==> src/hw/plb_pkg.sv <==
package plb_pkg;

   // --------------------------------------------------
   // Bus widths
   // --------------------------------------------------

   // Byte address width on the bus
   localparam int ADDR_W = 16;

   // Width codes of the burst view
   localparam logic [2:0] W_BYTE  = 3'd0;
   localparam logic [2:0] W_HALF  = 3'd1;
   localparam logic [2:0] W_WORD  = 3'd2;
   localparam logic [2:0] W_DWORD = 3'd3;

   // --------------------------------------------------
   // Size field, two readings of the same four bits
   // --------------------------------------------------

   // Line reading: 0 single, 1/2/3 lines of 2/4/8 doublewords
   typedef struct packed {
      logic       burst;
      logic [2:0] line_code;
   } line_view_t;

   // Burst reading: 0 byte, 1 half, 2 word, 3 doubleword
   typedef struct packed {
      logic       burst;
      logic [2:0] width;
   } burst_view_t;

   typedef union packed {
      line_view_t  line_view;
      burst_view_t burst_view;
   } size_u;

   // Lane enables, lane 0 is the most significant byte
   typedef logic [0:7] be_t;

   // Request as captured on the req strobe
   typedef struct packed {
      logic              rnw;
      logic [ADDR_W-1:0] addr;
      size_u             size;
      be_t               be;
      // Beats minus one, bursts only
      logic [3:0]        len;
   } req_t;

endpackage

==> src/hw/byte_enable_gen.sv <==
module byte_enable_gen (
   input  plb_pkg::size_u size,
   input  logic [2:0]     count,
   input  plb_pkg::be_t   be_in,
   output logic           burst,
   output logic           byte_w,
   output logic           half_w,
   output logic           word_w,
   output plb_pkg::be_t   be_out
);

   // --------------------------------------------------
   // Size decode
   // --------------------------------------------------

   // Burst bit is shared by both views
   assign burst = size.burst_view.burst;

   // Width flags straight from the burst view
   // Flags are raw, the burst bit qualifies them below
   assign byte_w = (size.burst_view.width == plb_pkg::W_BYTE);
   assign half_w = (size.burst_view.width == plb_pkg::W_HALF);
   assign word_w = (size.burst_view.width == plb_pkg::W_WORD);

   // --------------------------------------------------
   // Lane enables from position
   // --------------------------------------------------

   plb_pkg::be_t be_internal;
   logic         all_en;

   // Lines and doubleword bursts use every lane
   assign all_en = ~burst | (~byte_w & ~half_w & ~word_w);

   for (genvar g = 0; g < 8; g++) begin : g_lane
      localparam logic [2:0] LANE = 3'(g);

      logic word_hit;
      logic half_hit;
      logic byte_hit;

      // Quad chosen by position bit 2
      assign word_hit = word_w & (LANE[2] == count[2]);
      // Pair chosen by position bits 2 and 1
      assign half_hit = half_w & (LANE[2:1] == count[2:1]);
      // Exact lane
      assign byte_hit = byte_w & (LANE == count);

      assign be_internal[g] = all_en | word_hit | half_hit | byte_hit;
   end

   // --------------------------------------------------
   // Pass-through for single transfers
   // --------------------------------------------------

   // Size 0 keeps the master's own enables
   assign be_out = (|size) ? be_internal : be_in;

endmodule

==> config.mk <==
export PLATFORM = sky130hd
export DESIGN_NAME = byte_enable_gen
export DESIGN_NICKNAME = d
export VERILOG_FILES = /design/src/hw/plb_pkg.sv /design/src/hw/byte_enable_gen.sv
export SDC_FILE = /design/constraint.sdc
export NUM_CORES = 1
export LEC_CHECK = 0
export BUFFER_PORTS_ARGS = -buffer_cell sky130_fd_sc_hd__buf_2
export CAP_MARGIN = 20
export CORE_AREA = 2 2 39 41
export DETAILED_ROUTE_END_ITERATION = 16
export DIE_AREA = 0 0 41 43
export SYNTH_ARGS = -nofsm -noshare
export SYNTH_HDL_FRONTEND = slang
export SYNTH_SLANG_ARGS = --single-unit
export TNS_END_PERCENT = 1
==> constraint.sdc <==
create_clock -name vclk -period 1.3
set_input_delay 0.065 -clock vclk [all_inputs]
set_output_delay 0.065 -clock vclk [all_outputs]
set_load 0.05 [all_outputs]
==> impl_results.md <==
* Slew @ Worst Pin at 0.2513 ns
* Top cell type's share of synthesized area at 0.1256
* FILL cells at 148
* PortBufs at 27
* Max cap viols at 0
* Finished Core Util at 0.4024
* Initial antenna violation count at 0
* Nets at 92
* CP Capture Point: be_out[2]
* First-pass DRT Iterations at 4
* Synth-to-Final Area Change at 99.55%
* Startpoint Class: input pin
* First-pass GRT wire length at approximately 1500 microns
* Die area at between 1500 and 2000 sq um
* Max_slew headroom at 0.8336
* Mapped Area at 279.0 sq um
* Crit path time final at about 1.3 ns
* Ranking of synthesized cells by area: o22a_1, nor2_1, a21oi_1
* Status: complete, no violations
* Synth cell types at 21
* Drt first-iter violations at 7
* Worst setup startpoint: size[0]
* Post-Synthesis Cells at 44
* Core area at 1384 sq um
* Top-count cell post-synth: nor2_1
* Overall Global Routing Usage at 0.1099
* Max Fanout on Critical Path at 4
* Maximum vdd drop at 149.6 uV
* Site row count at 14
* Largest net degree at the start of global routing at 10
* Area leader, netlist: o22a_1
* Setup Viol. Count Final at 0
* Fin. max-slew vios at 0
* Final ANT Viol Nets at 0
* Final Cell Area at 556.8 sq um
* Ys Warns at 0
* Vias per inst at 4.824
* Total Wirelength at 929 microns
* CP Data Arrival Time at 1.23 ns
* Share of layout cells above drive strength 1 at 0.6133
* Fmax at 773.6 MHz
* RSZ-0062 raised after global routing: yes
* Crit path kind: input pin to primary output
* HPWL after detailed placement at ~750 microns
* Placed cell areas at ~490 sq um
* Vias at 439
* Num ports at 27
* Top cell types by occurrence after synthesis: nor2_1, a21oi_1, o22a_1
* Footprint of the multi-input gates at roughly 280 sq um
* Tcrit/Tclk final at 0.9943
* CP Capture Type: primary output
* Storage element area at 0 sq um
* Seq Cell Count at 0
* Antenna cell count at 0
* GRT overflow at 0
* Lkg Pwr at 0.2417 nW
* Die height at 43 microns
* Required @ worst endpoint at approximately 1.2 ns
* Cell area power density at roughly 400 nW/um^2
* RD Place Congestion at roughly 0.72
* Initial core utilization at 0.2016
* Hold Fails Final Rpt at 0
* Register area share after synthesis at 0
* Clkbuf count at 0
* Wirelength per Cell at 10.21 microns
* Syn Area/Cell at around 6.3 sq um
* Hold WC Path Type: input pin to primary output
* Power Total at 0.2242 mW
* Residual DRC at 0
* Vias in the first global route at approximately 390
* Syn Nets at between 50 and 60
* Die span in x at 41 microns
power by group:
part	leakage (nW)	total [mW]	internal [mW]	switching (mW)
Clock	0	0	0	0
Combinational	0.242	0.224	0.0895	0.135
Sequential	0	0	0	0
worst min-delay path by stage:
stage	start	endpoint	cells after the start	slack, ns
2_1_floorplan	size[2]	half_w	1	0.23
3_3_place_gp	size[3]	burst	3	0.56
3_5_place_dp	size[3]	burst	3	0.56
4_1_cts	be_in[1]	be_out[1]	3	0.50
5_1_grt	be_in[0]	be_out[0]	3	0.52
6_report	be_in[1]	be_out[1]	3	0.50
cells in the final DEF (no fill, tap or decap):
| master | synthesis | layout |
|---|---|---|
| nor2b_1 | 2 | 2 |
| buf_2 | 2 | 17 |
| inv_1 | 1 | 1 |
| o211ai_1 | 2 | 2 |
| nor3_1 | 3 | 1 |
| nor2_1 | 6 | 6 |
| buf_4 | 2 | 11 |
| nor3_2 | 0 | 2 |
| buf_6 | 1 | 8 |
| nand2b_1 | 2 | 2 |
| nor3b_1 | 2 | 1 |
| nand3_1 | 2 | 2 |
| o22a_1 | 4 | 4 |
| or4_1 | 1 | 1 |
| nand2_1 | 3 | 3 |
| nand3b_1 | 1 | 1 |
| a21oi_2 | 0 | 4 |
| nor3b_2 | 1 | 2 |
| a221oi_1 | 2 | 1 |
| a221oi_2 | 0 | 1 |
| nor4_1 | 1 | 1 |
| or4b_4 | 1 | 1 |
| o21ai_0 | 1 | 1 |
metrics by stage:
stage	setup TNS, ns	hold slack (ns)	setup WS, ns	instances
after floorplan	-0.7696	0.2315	-0.1460	44
after global placement	-0.3016	0.5606	-0.06566	91
after detailed placement	-0.2525	0.5627	-0.07811	91
after CTS	-0.0006557	0.5046	-0.0006557	91
after global routing	-0.03556	0.5198	-0.02975	91
final	0	0.5046	0.007387	91
final cells by class:
type	count	share of cell area
Multi-Input combinational cell	38	0.4944
Timing Repair Buffer	36	0.4629
Tap cell	16	0.03596
Inverter	1	0.006742
logic make-up (layout without fill, tap and decap cells):
| group | Yosys count | count (layout) | synth area share |
|---|---|---|---|
| and+or+nand+nor | 25 | 25 | 0.5246 |
| AOI/OAI and AO/OA | 13 | 13 | 0.3318 |
| buffers and inverters | 6 | 37 | 0.1435 |
critical path, cell delays in order:
cell and delay [ns]:
buf_6 0.09, or4b_4 0.57, nor3b_2 0.19, o22a_1 0.15, buf_6 0.15
layer usage:
| metal | global-route usage | wire length (microns) | part of all wire | vias up |
|---|---|---|---|---|
| li1 | - | - | - | 228 |
| met1 | 0.1551 | 387 | 0.42 | 192 |
| met2 | 0.1875 | 455 | 0.49 | 19 |
| met3 | 0.005236 | 86 | 0.093 | 0 |
| met4 | 0 | 0 | 0 | 0 |
| met5 | 0 | 0 | 0 | - |
timing repair:
| action | in CTS | in global routing |
|---|---|---|
| gates cloned | 0 | 0 |
| endpoints found under the setup margin | 7 | 8 |
| hold endpoints to repair | 0 | 0 |
| resized for setup | 11 | 9 |
| pin swaps | 1 | 3 |
| buffers inserted | 0 | 0 |
| hold buffers | 0 | 0 |
Note: power is estimated with default switching activity, not from simulation.
