`src/hw/plb_pkg.sv`:
```
package plb_pkg;

   // --------------------------------------------------
   // Bus widths
   // --------------------------------------------------

   // Byte address width on the bus
   localparam int ADDR_W = 16;

   // Width codes of the burst view
   localparam logic [2:0] W_BYTE  = 3'd0;
   localparam logic [2:0] W_HALF  = 3'd1;
   localparam logic [2:0] W_WORD  = 3'd2;
   localparam logic [2:0] W_DWORD = 3'd3;

   // --------------------------------------------------
   // Size field, two readings of the same four bits
   // --------------------------------------------------

   // Line reading: 0 single, 1/2/3 lines of 2/4/8 doublewords
   typedef struct packed {
      logic       burst;
      logic [2:0] line_code;
   } line_view_t;

   // Burst reading: 0 byte, 1 half, 2 word, 3 doubleword
   typedef struct packed {
      logic       burst;
      logic [2:0] width;
   } burst_view_t;

   typedef union packed {
      line_view_t  line_view;
      burst_view_t burst_view;
   } size_u;

   // Lane enables, lane 0 is the most significant byte
   typedef logic [0:7] be_t;

   // Request as captured on the req strobe
   typedef struct packed {
      logic              rnw;
      logic [ADDR_W-1:0] addr;
      size_u             size;
      be_t               be;
      // Beats minus one, bursts only
      logic [3:0]        len;
   } req_t;

endpackage

```
`src/hw/slave_pkg.sv`:
```
package slave_pkg;

   // --------------------------------------------------
   // Per-beat command to the memory
   // --------------------------------------------------

   typedef struct packed {
      // Write strobe
      logic                          we;
      // Read strobe
      logic                          re;
      // Doubleword address
      logic [plb_pkg::ADDR_W-4:0]    dw_index;
      // Lanes to write
      plb_pkg::be_t                  be;
   } beat_t;

   // Beats per line code
   // Code 0 is a single transfer, unused codes act as single
   localparam logic [3:0] LINE_BEATS [8] = '{
      4'd1, 4'd2, 4'd4, 4'd8, 4'd1, 4'd1, 4'd1, 4'd1
   };

endpackage

```
`src/hw/burst_seq.sv`:
```
module burst_seq #(
   parameter int ADDR_W = plb_pkg::ADDR_W
) (
   input  logic              clk,
   input  logic              rst_n,
   input  logic              req,
   input  plb_pkg::req_t     cmd,
   input  plb_pkg::be_t      be_gen,
   input  logic              burst,
   input  logic              byte_w,
   input  logic              half_w,
   input  logic              word_w,
   output plb_pkg::size_u    size,
   output logic [2:0]        count,
   output plb_pkg::be_t      be_single,
   output slave_pkg::beat_t  beat,
   output logic              busy,
   output logic              wr_ack,
   output logic              rd_valid
);

   // --------------------------------------------------
   // Transfer state
   // --------------------------------------------------

   // Control
   logic              active;
   logic              rd_valid_q;

   // Payload of the latched command
   logic              rnw_q;
   logic [ADDR_W-1:0] addr_q;
   plb_pkg::size_u    size_q;
   plb_pkg::be_t      be_q;
   // Beats still to go after the current one
   logic [3:0]        left_q;

   logic              start;
   logic [3:0]        first_left;
   logic [ADDR_W-1:0] next_addr;

   // Master only raises req while idle
   assign start = req & ~busy;

   // Line view for non-bursts, len for bursts
   always_comb begin
      if (cmd.size.burst_view.burst) begin
         first_left = cmd.len;
      end else begin
         first_left = slave_pkg::LINE_BEATS[cmd.size.line_view.line_code] - 4'd1;
      end
   end

   // --------------------------------------------------
   // Address stepping
   // --------------------------------------------------

   always_comb begin
      logic [3:0]        step;
      logic [2:0]        lmask;
      logic [ADDR_W-4:0] wrap_mask;
      logic [ADDR_W-4:0] dw;
      logic [ADDR_W-4:0] dw_inc;

      // Byte step per burst width
      if (byte_w) begin
         step = 4'd1;
      end else if (half_w) begin
         step = 4'd2;
      end else if (word_w) begin
         step = 4'd4;
      end else begin
         step = 4'd8;
      end

      // Index bits that wrap inside the line
      case (size_q.line_view.line_code)
         3'd1:    lmask = 3'b001;
         3'd2:    lmask = 3'b011;
         3'd3:    lmask = 3'b111;
         default: lmask = 3'b000;
      endcase
      wrap_mask = (ADDR_W-3)'(lmask);
      dw        = addr_q[ADDR_W-1:3];
      dw_inc    = dw + 1'b1;

      if (burst) begin
         // Lane position wraps into the next doubleword
         next_addr = addr_q + ADDR_W'(step);
      end else begin
         // Stay inside the aligned line
         next_addr = {(dw & ~wrap_mask) | (dw_inc & wrap_mask), addr_q[2:0]};
      end
   end

   // --------------------------------------------------
   // Sequencing
   // --------------------------------------------------

   always_ff @(posedge clk) begin
      if (!rst_n) begin
         active     <= 1'b0;
         rd_valid_q <= 1'b0;
      end else begin
         // Memory read is one cycle behind the strobe
         rd_valid_q <= beat.re;
         if (start) begin
            active <= 1'b1;
         end else if (active && left_q == 4'd0) begin
            active <= 1'b0;
         end
      end
   end

   always_ff @(posedge clk) begin
      if (start) begin
         rnw_q  <= cmd.rnw;
         addr_q <= cmd.addr[ADDR_W-1:0];
         size_q <= cmd.size;
         be_q   <= cmd.be;
         left_q <= first_left;
      end else if (active) begin
         addr_q <= next_addr;
         left_q <= left_q - 4'd1;
      end
   end

   // --------------------------------------------------
   // Outputs
   // --------------------------------------------------

   // To the enable generator
   assign size      = size_q;
   assign count     = addr_q[2:0];
   assign be_single = be_q;

   // One beat per active cycle
   assign beat.we       = active & ~rnw_q;
   assign beat.re       = active & rnw_q;
   assign beat.dw_index = addr_q[ADDR_W-1:3];
   assign beat.be       = be_gen;

   assign wr_ack   = beat.we;
   assign rd_valid = rd_valid_q;
   // Held through the last read data
   assign busy     = active | rd_valid_q;

endmodule

```
`config.mk`:
```
export PLATFORM = sky130hd
export DESIGN_NAME = burst_seq
export DESIGN_NICKNAME = d
export VERILOG_FILES = /design/src/hw/plb_pkg.sv /design/src/hw/slave_pkg.sv /design/src/hw/burst_seq.sv
export SDC_FILE = /design/constraint.sdc
export NUM_CORES = 1
export LEC_CHECK = 0
export BUFFER_PORTS_ARGS = -buffer_cell sky130_fd_sc_hd__buf_2
export CORE_UTILIZATION = 52
export DETAILED_ROUTE_END_ITERATION = 10
export GPL_TIMING_DRIVEN = 0
export HOLD_SLACK_MARGIN = 0.15
export PLACE_DENSITY_LB_ADDON = 0.08
export SKIP_CTS_REPAIR_TIMING = 1
export SLEW_MARGIN = 20
export SYNTH_ARGS = -nofsm -noshare
export SYNTH_HDL_FRONTEND = slang
export SYNTH_SLANG_ARGS = --single-unit
```
`constraint.sdc`:
```
create_clock -name clk -period 3.5 [get_ports clk]
set_input_delay 0.525 -clock clk [delete_from_list [all_inputs] [get_ports clk]]
set_output_delay 0.525 -clock clk [all_outputs]
set_load 0.05 [all_outputs]
```
==> flow_metrics.py <==
metrics = {
    "timing": {
        "min_period_ns": 2.287,
        "setup_viol": 0,
        "fin_crit_sh_pct": 65.35,
        "rsz0062_at_grt": "false",
        "clock_skew_ns": 0.007938,
        "relSlewSlack_pct": 50.99,
        "hold_viol": 0,
        "fmaxAchievable_ghz": 0.4372,
        "setup_tns_ns": 0,
        "tightest_slew_ns": 0.7350,
        "maxSlewViolCount": 0,
    },
    "clock_tree": {
        "htreeDepth": 2,
        "cts_buffers": 5,
        "cts_buffer_depth": 2,
        "path_clk_slew_ns": 0.08,
        "root_buffer": "clkbuf_8",
        "cts_sinks": 35,
        "cts_tree": "built",
        "clkLatencyLatePin_ns": 0.29,
    },
    "routing": {
        "drt.antenna.violating_nets": 0,
        "vias": 1941,
        "drt_wl_total_um": 5015,
        "drc": 0,
        "wire_per_inst_um": 14.84,
        "via_per_inst": 5.743,
        "drt_iter0_drc": 87,
        "firstDrtPassIters": 7,
    },
    "worst_hold_path": {
        "hold_class": "in -> reg",
    },
    "place": {
        "dp_hpwl_um": 3724,
        "gp_congestion": 0.8043,
        "io_buffer_count": 79,
    },
    "global_route": {
        "grt_max_degree": 23,
        "antenna_found_initial": 0,
        "grt_pass1_wl_um": 8107,
        "grt_pass1_vias": 1813,
        "grt_overflow": 0,
        "grt_util_all_layers_pct": 24.70,
    },
    "synth": {
        "async_reset_ff_share_pct": 0,
        "netlist_top_cells_area": "edfxtp_1 47%, ha_1 4.2%, buf_4 3.2%",
        "syn_inst": 203,
        "synth_flop_cell": "edfxtp_1",
        "syn_area_per_cell_um2": 10.38,
        "yosysTopAreaCell": "edfxtp_1",
        "synth_fp_nets": 259,
        "synth_top_area_share_pct": 47.03,
        "synth_edf_count": 33,
        "yosysSeqAreaShare_pct": 48.93,
        "ys.warnings.count": 0,
        "synth_area_um2": 2107,
        "synth-seq-cells": 35,
        "synth_cell_types": 51,
    },
    "power_and_ir_drop": {
        "power.leakage_nw": 1.191,
        "vdd_drop_max_mv": 0.2999,
        "finalPower_mw": 1.380,
        "pwr-share-comb_pct": 31.4,
        "pwr-share-clk_pct": 27.4,
        "powerDensity_nw_per_um2": 514.4,
        "p_int_uw": 871.3,
        "p_seq_share_pct": 41.1,
        "switching_share_pct": 36.86,
        "p_switching_uw": 508.6,
    },
    "die": {
        "start_util_pct": 55.87,
        "core_area_um2": 3771,
        "pin_count": 89,
        "dieArea_um2": 4311,
        "fp.dieH_um": 65.66,
        "row_count": 22,
        "fp.dieW_um": 65.66,
    },
    "worst_setup_path": {
        "worstSetupStartpoint": "addr_q[0]",
        "r2r_setup_slack_ns": 1.21,
        "r2r_end": "addr_q[14]",
        "critPathCaptureType": "flip-flop",
        "worstPathArrival_ns": 2.32,
        "critPathCapture": "addr_q[14]",
        "r2r-start": "addr_q[0]",
        "reg2regPathDepth": 8,
        "critPathLaunchType": "flip-flop",
        "critPathMaxFanout": 10,
        "crit_required_ns": 3.53,
        "critical_path_class": "reg -> reg",
    },
    "layout": {
        "nets": 345,
        "final_core_util_pct": 71.13,
        "diodes": 0,
        "final_common_cell": "buf_2",
        "n_fill_cell": 306,
        "mostFrequentLayoutCells": "84 x buf_2, 33 x edfxtp_1, 17 x nand2_1",
        "drive_above_1_share_pct": 36.55,
        "syn2layout_area_growth_pct": 27.32,
    },
    "status": {
        "status": "finished clean",
    },
    "flow_run": {
        "drv_cap": 0,
    },
}
## routing by layer
layer  part of all wire (%)  wire, um  track usage [%]
met2                     47      2354            41.07
met1                     45      2243            32.21
met4                   0.62        31            5.978
met3                    7.7       384            5.903
met5                      0         0                0
## through the flow
step           cell area, um^2  setup WS [ns]  hold slack (ns)  std cells
2_1_floorplan             2107          1.067           0.4940        203
3_3_place_gp              2562         0.2191           0.5232        330
3_5_place_dp              2566         0.9469           0.5348        330
4_1_cts                   2683          1.246           0.4045        338
5_1_grt                   2683          1.019           0.3881        338
6_report                  2683          1.213           0.3986        338
## worst min path at each step
| stage | start | to | slack, ns | cells after the start |
|---|---|---|---|---|
| final | cmd[10] | be_single[6] | 0.40 | 1 |
| after global routing | cmd[8] | be_single[4] | 0.39 | 1 |
| after CTS | cmd[8] | be_single[4] | 0.40 | 1 |
| after detailed placement | rnw_q | rd_valid | 0.53 | 1 |
| after global placement | rnw_q | rd_valid | 0.52 | 1 |
| after floorplan | rnw_q | rd_valid | 0.49 | 1 |
## power by group through the flow
stage               clock network [mW]  logic [mW]  registers, mW
floorplan                            0       0.197          0.695
global placement                     0       0.425          0.576
detailed placement                   0       0.433          0.576
CTS                              0.375       0.434          0.567
global route                     0.395       0.467          0.574
finish                           0.378       0.434          0.568
## area by class of cell
type / count / area (um^2) / share of cell area, %
Timing Repair Buffer: 79 / 395.4 / 14.74
Buffer: 21 / 118.9 / 4.431
Multi-Input combinational cell: 139 / 930.9 / 34.70
Sequential cell: 35 / 1031 / 38.43
Clock buffer: 5 / 68.82 / 2.565
Inverter: 8 / 30.03 / 1.119
Clock inverter: 3 / 47.55 / 1.772
Tap cell: 48 / 60.06 / 2.239
## flip-flops by register name (all words and copies together), names as in the netlist, named ones only
| signal | cells |
|---|---|
| addr_q | 14 |
| be_single | 8 |
| left_q | 4 |
| size | 4 |
| active | 1 |
| rd_valid | 1 |
| rnw_q | 1 |
## worst max-delay path: stages, from the launching register on
cell and delay (ns):
edfxtp_1 0.36, ha_1 0.22, inv_1 0.07, fa_1 0.38
nor2b_1 0.17, o21a_1 0.18, clkbuf_1 0.37, o211a_1 0.19
o211ai_1 0.09
## cells in the mapped netlist (all sizes together), types with 3 or more instances
cell type	count
ha	7
nor3	9
o211ai	8
nand2	17
clkbuf	6
o21a	4
nand4	3
nor2	7
buf	15
a31oi	3
nand3	12
and3	4
a21oi	9
o2111ai	3
a211oi	5
nor2b	4
inv	8
o21ai	6
edfxtp	33
## cell families after synthesis
logic type               Yosys count  share of synthesized area (%)
adder cells (fa/ha/maj)            8                          5.107
AND/OR/NAND/NOR                   73                          18.53
XOR/XNOR                           4                          1.663
buffers and inverters             29                          7.066
multiplexers                       1                         0.5344
AO/OA/AOI/OAI                     53                          18.17
flip-flops                        35                          48.93
(Power assumes the default switching activity.)
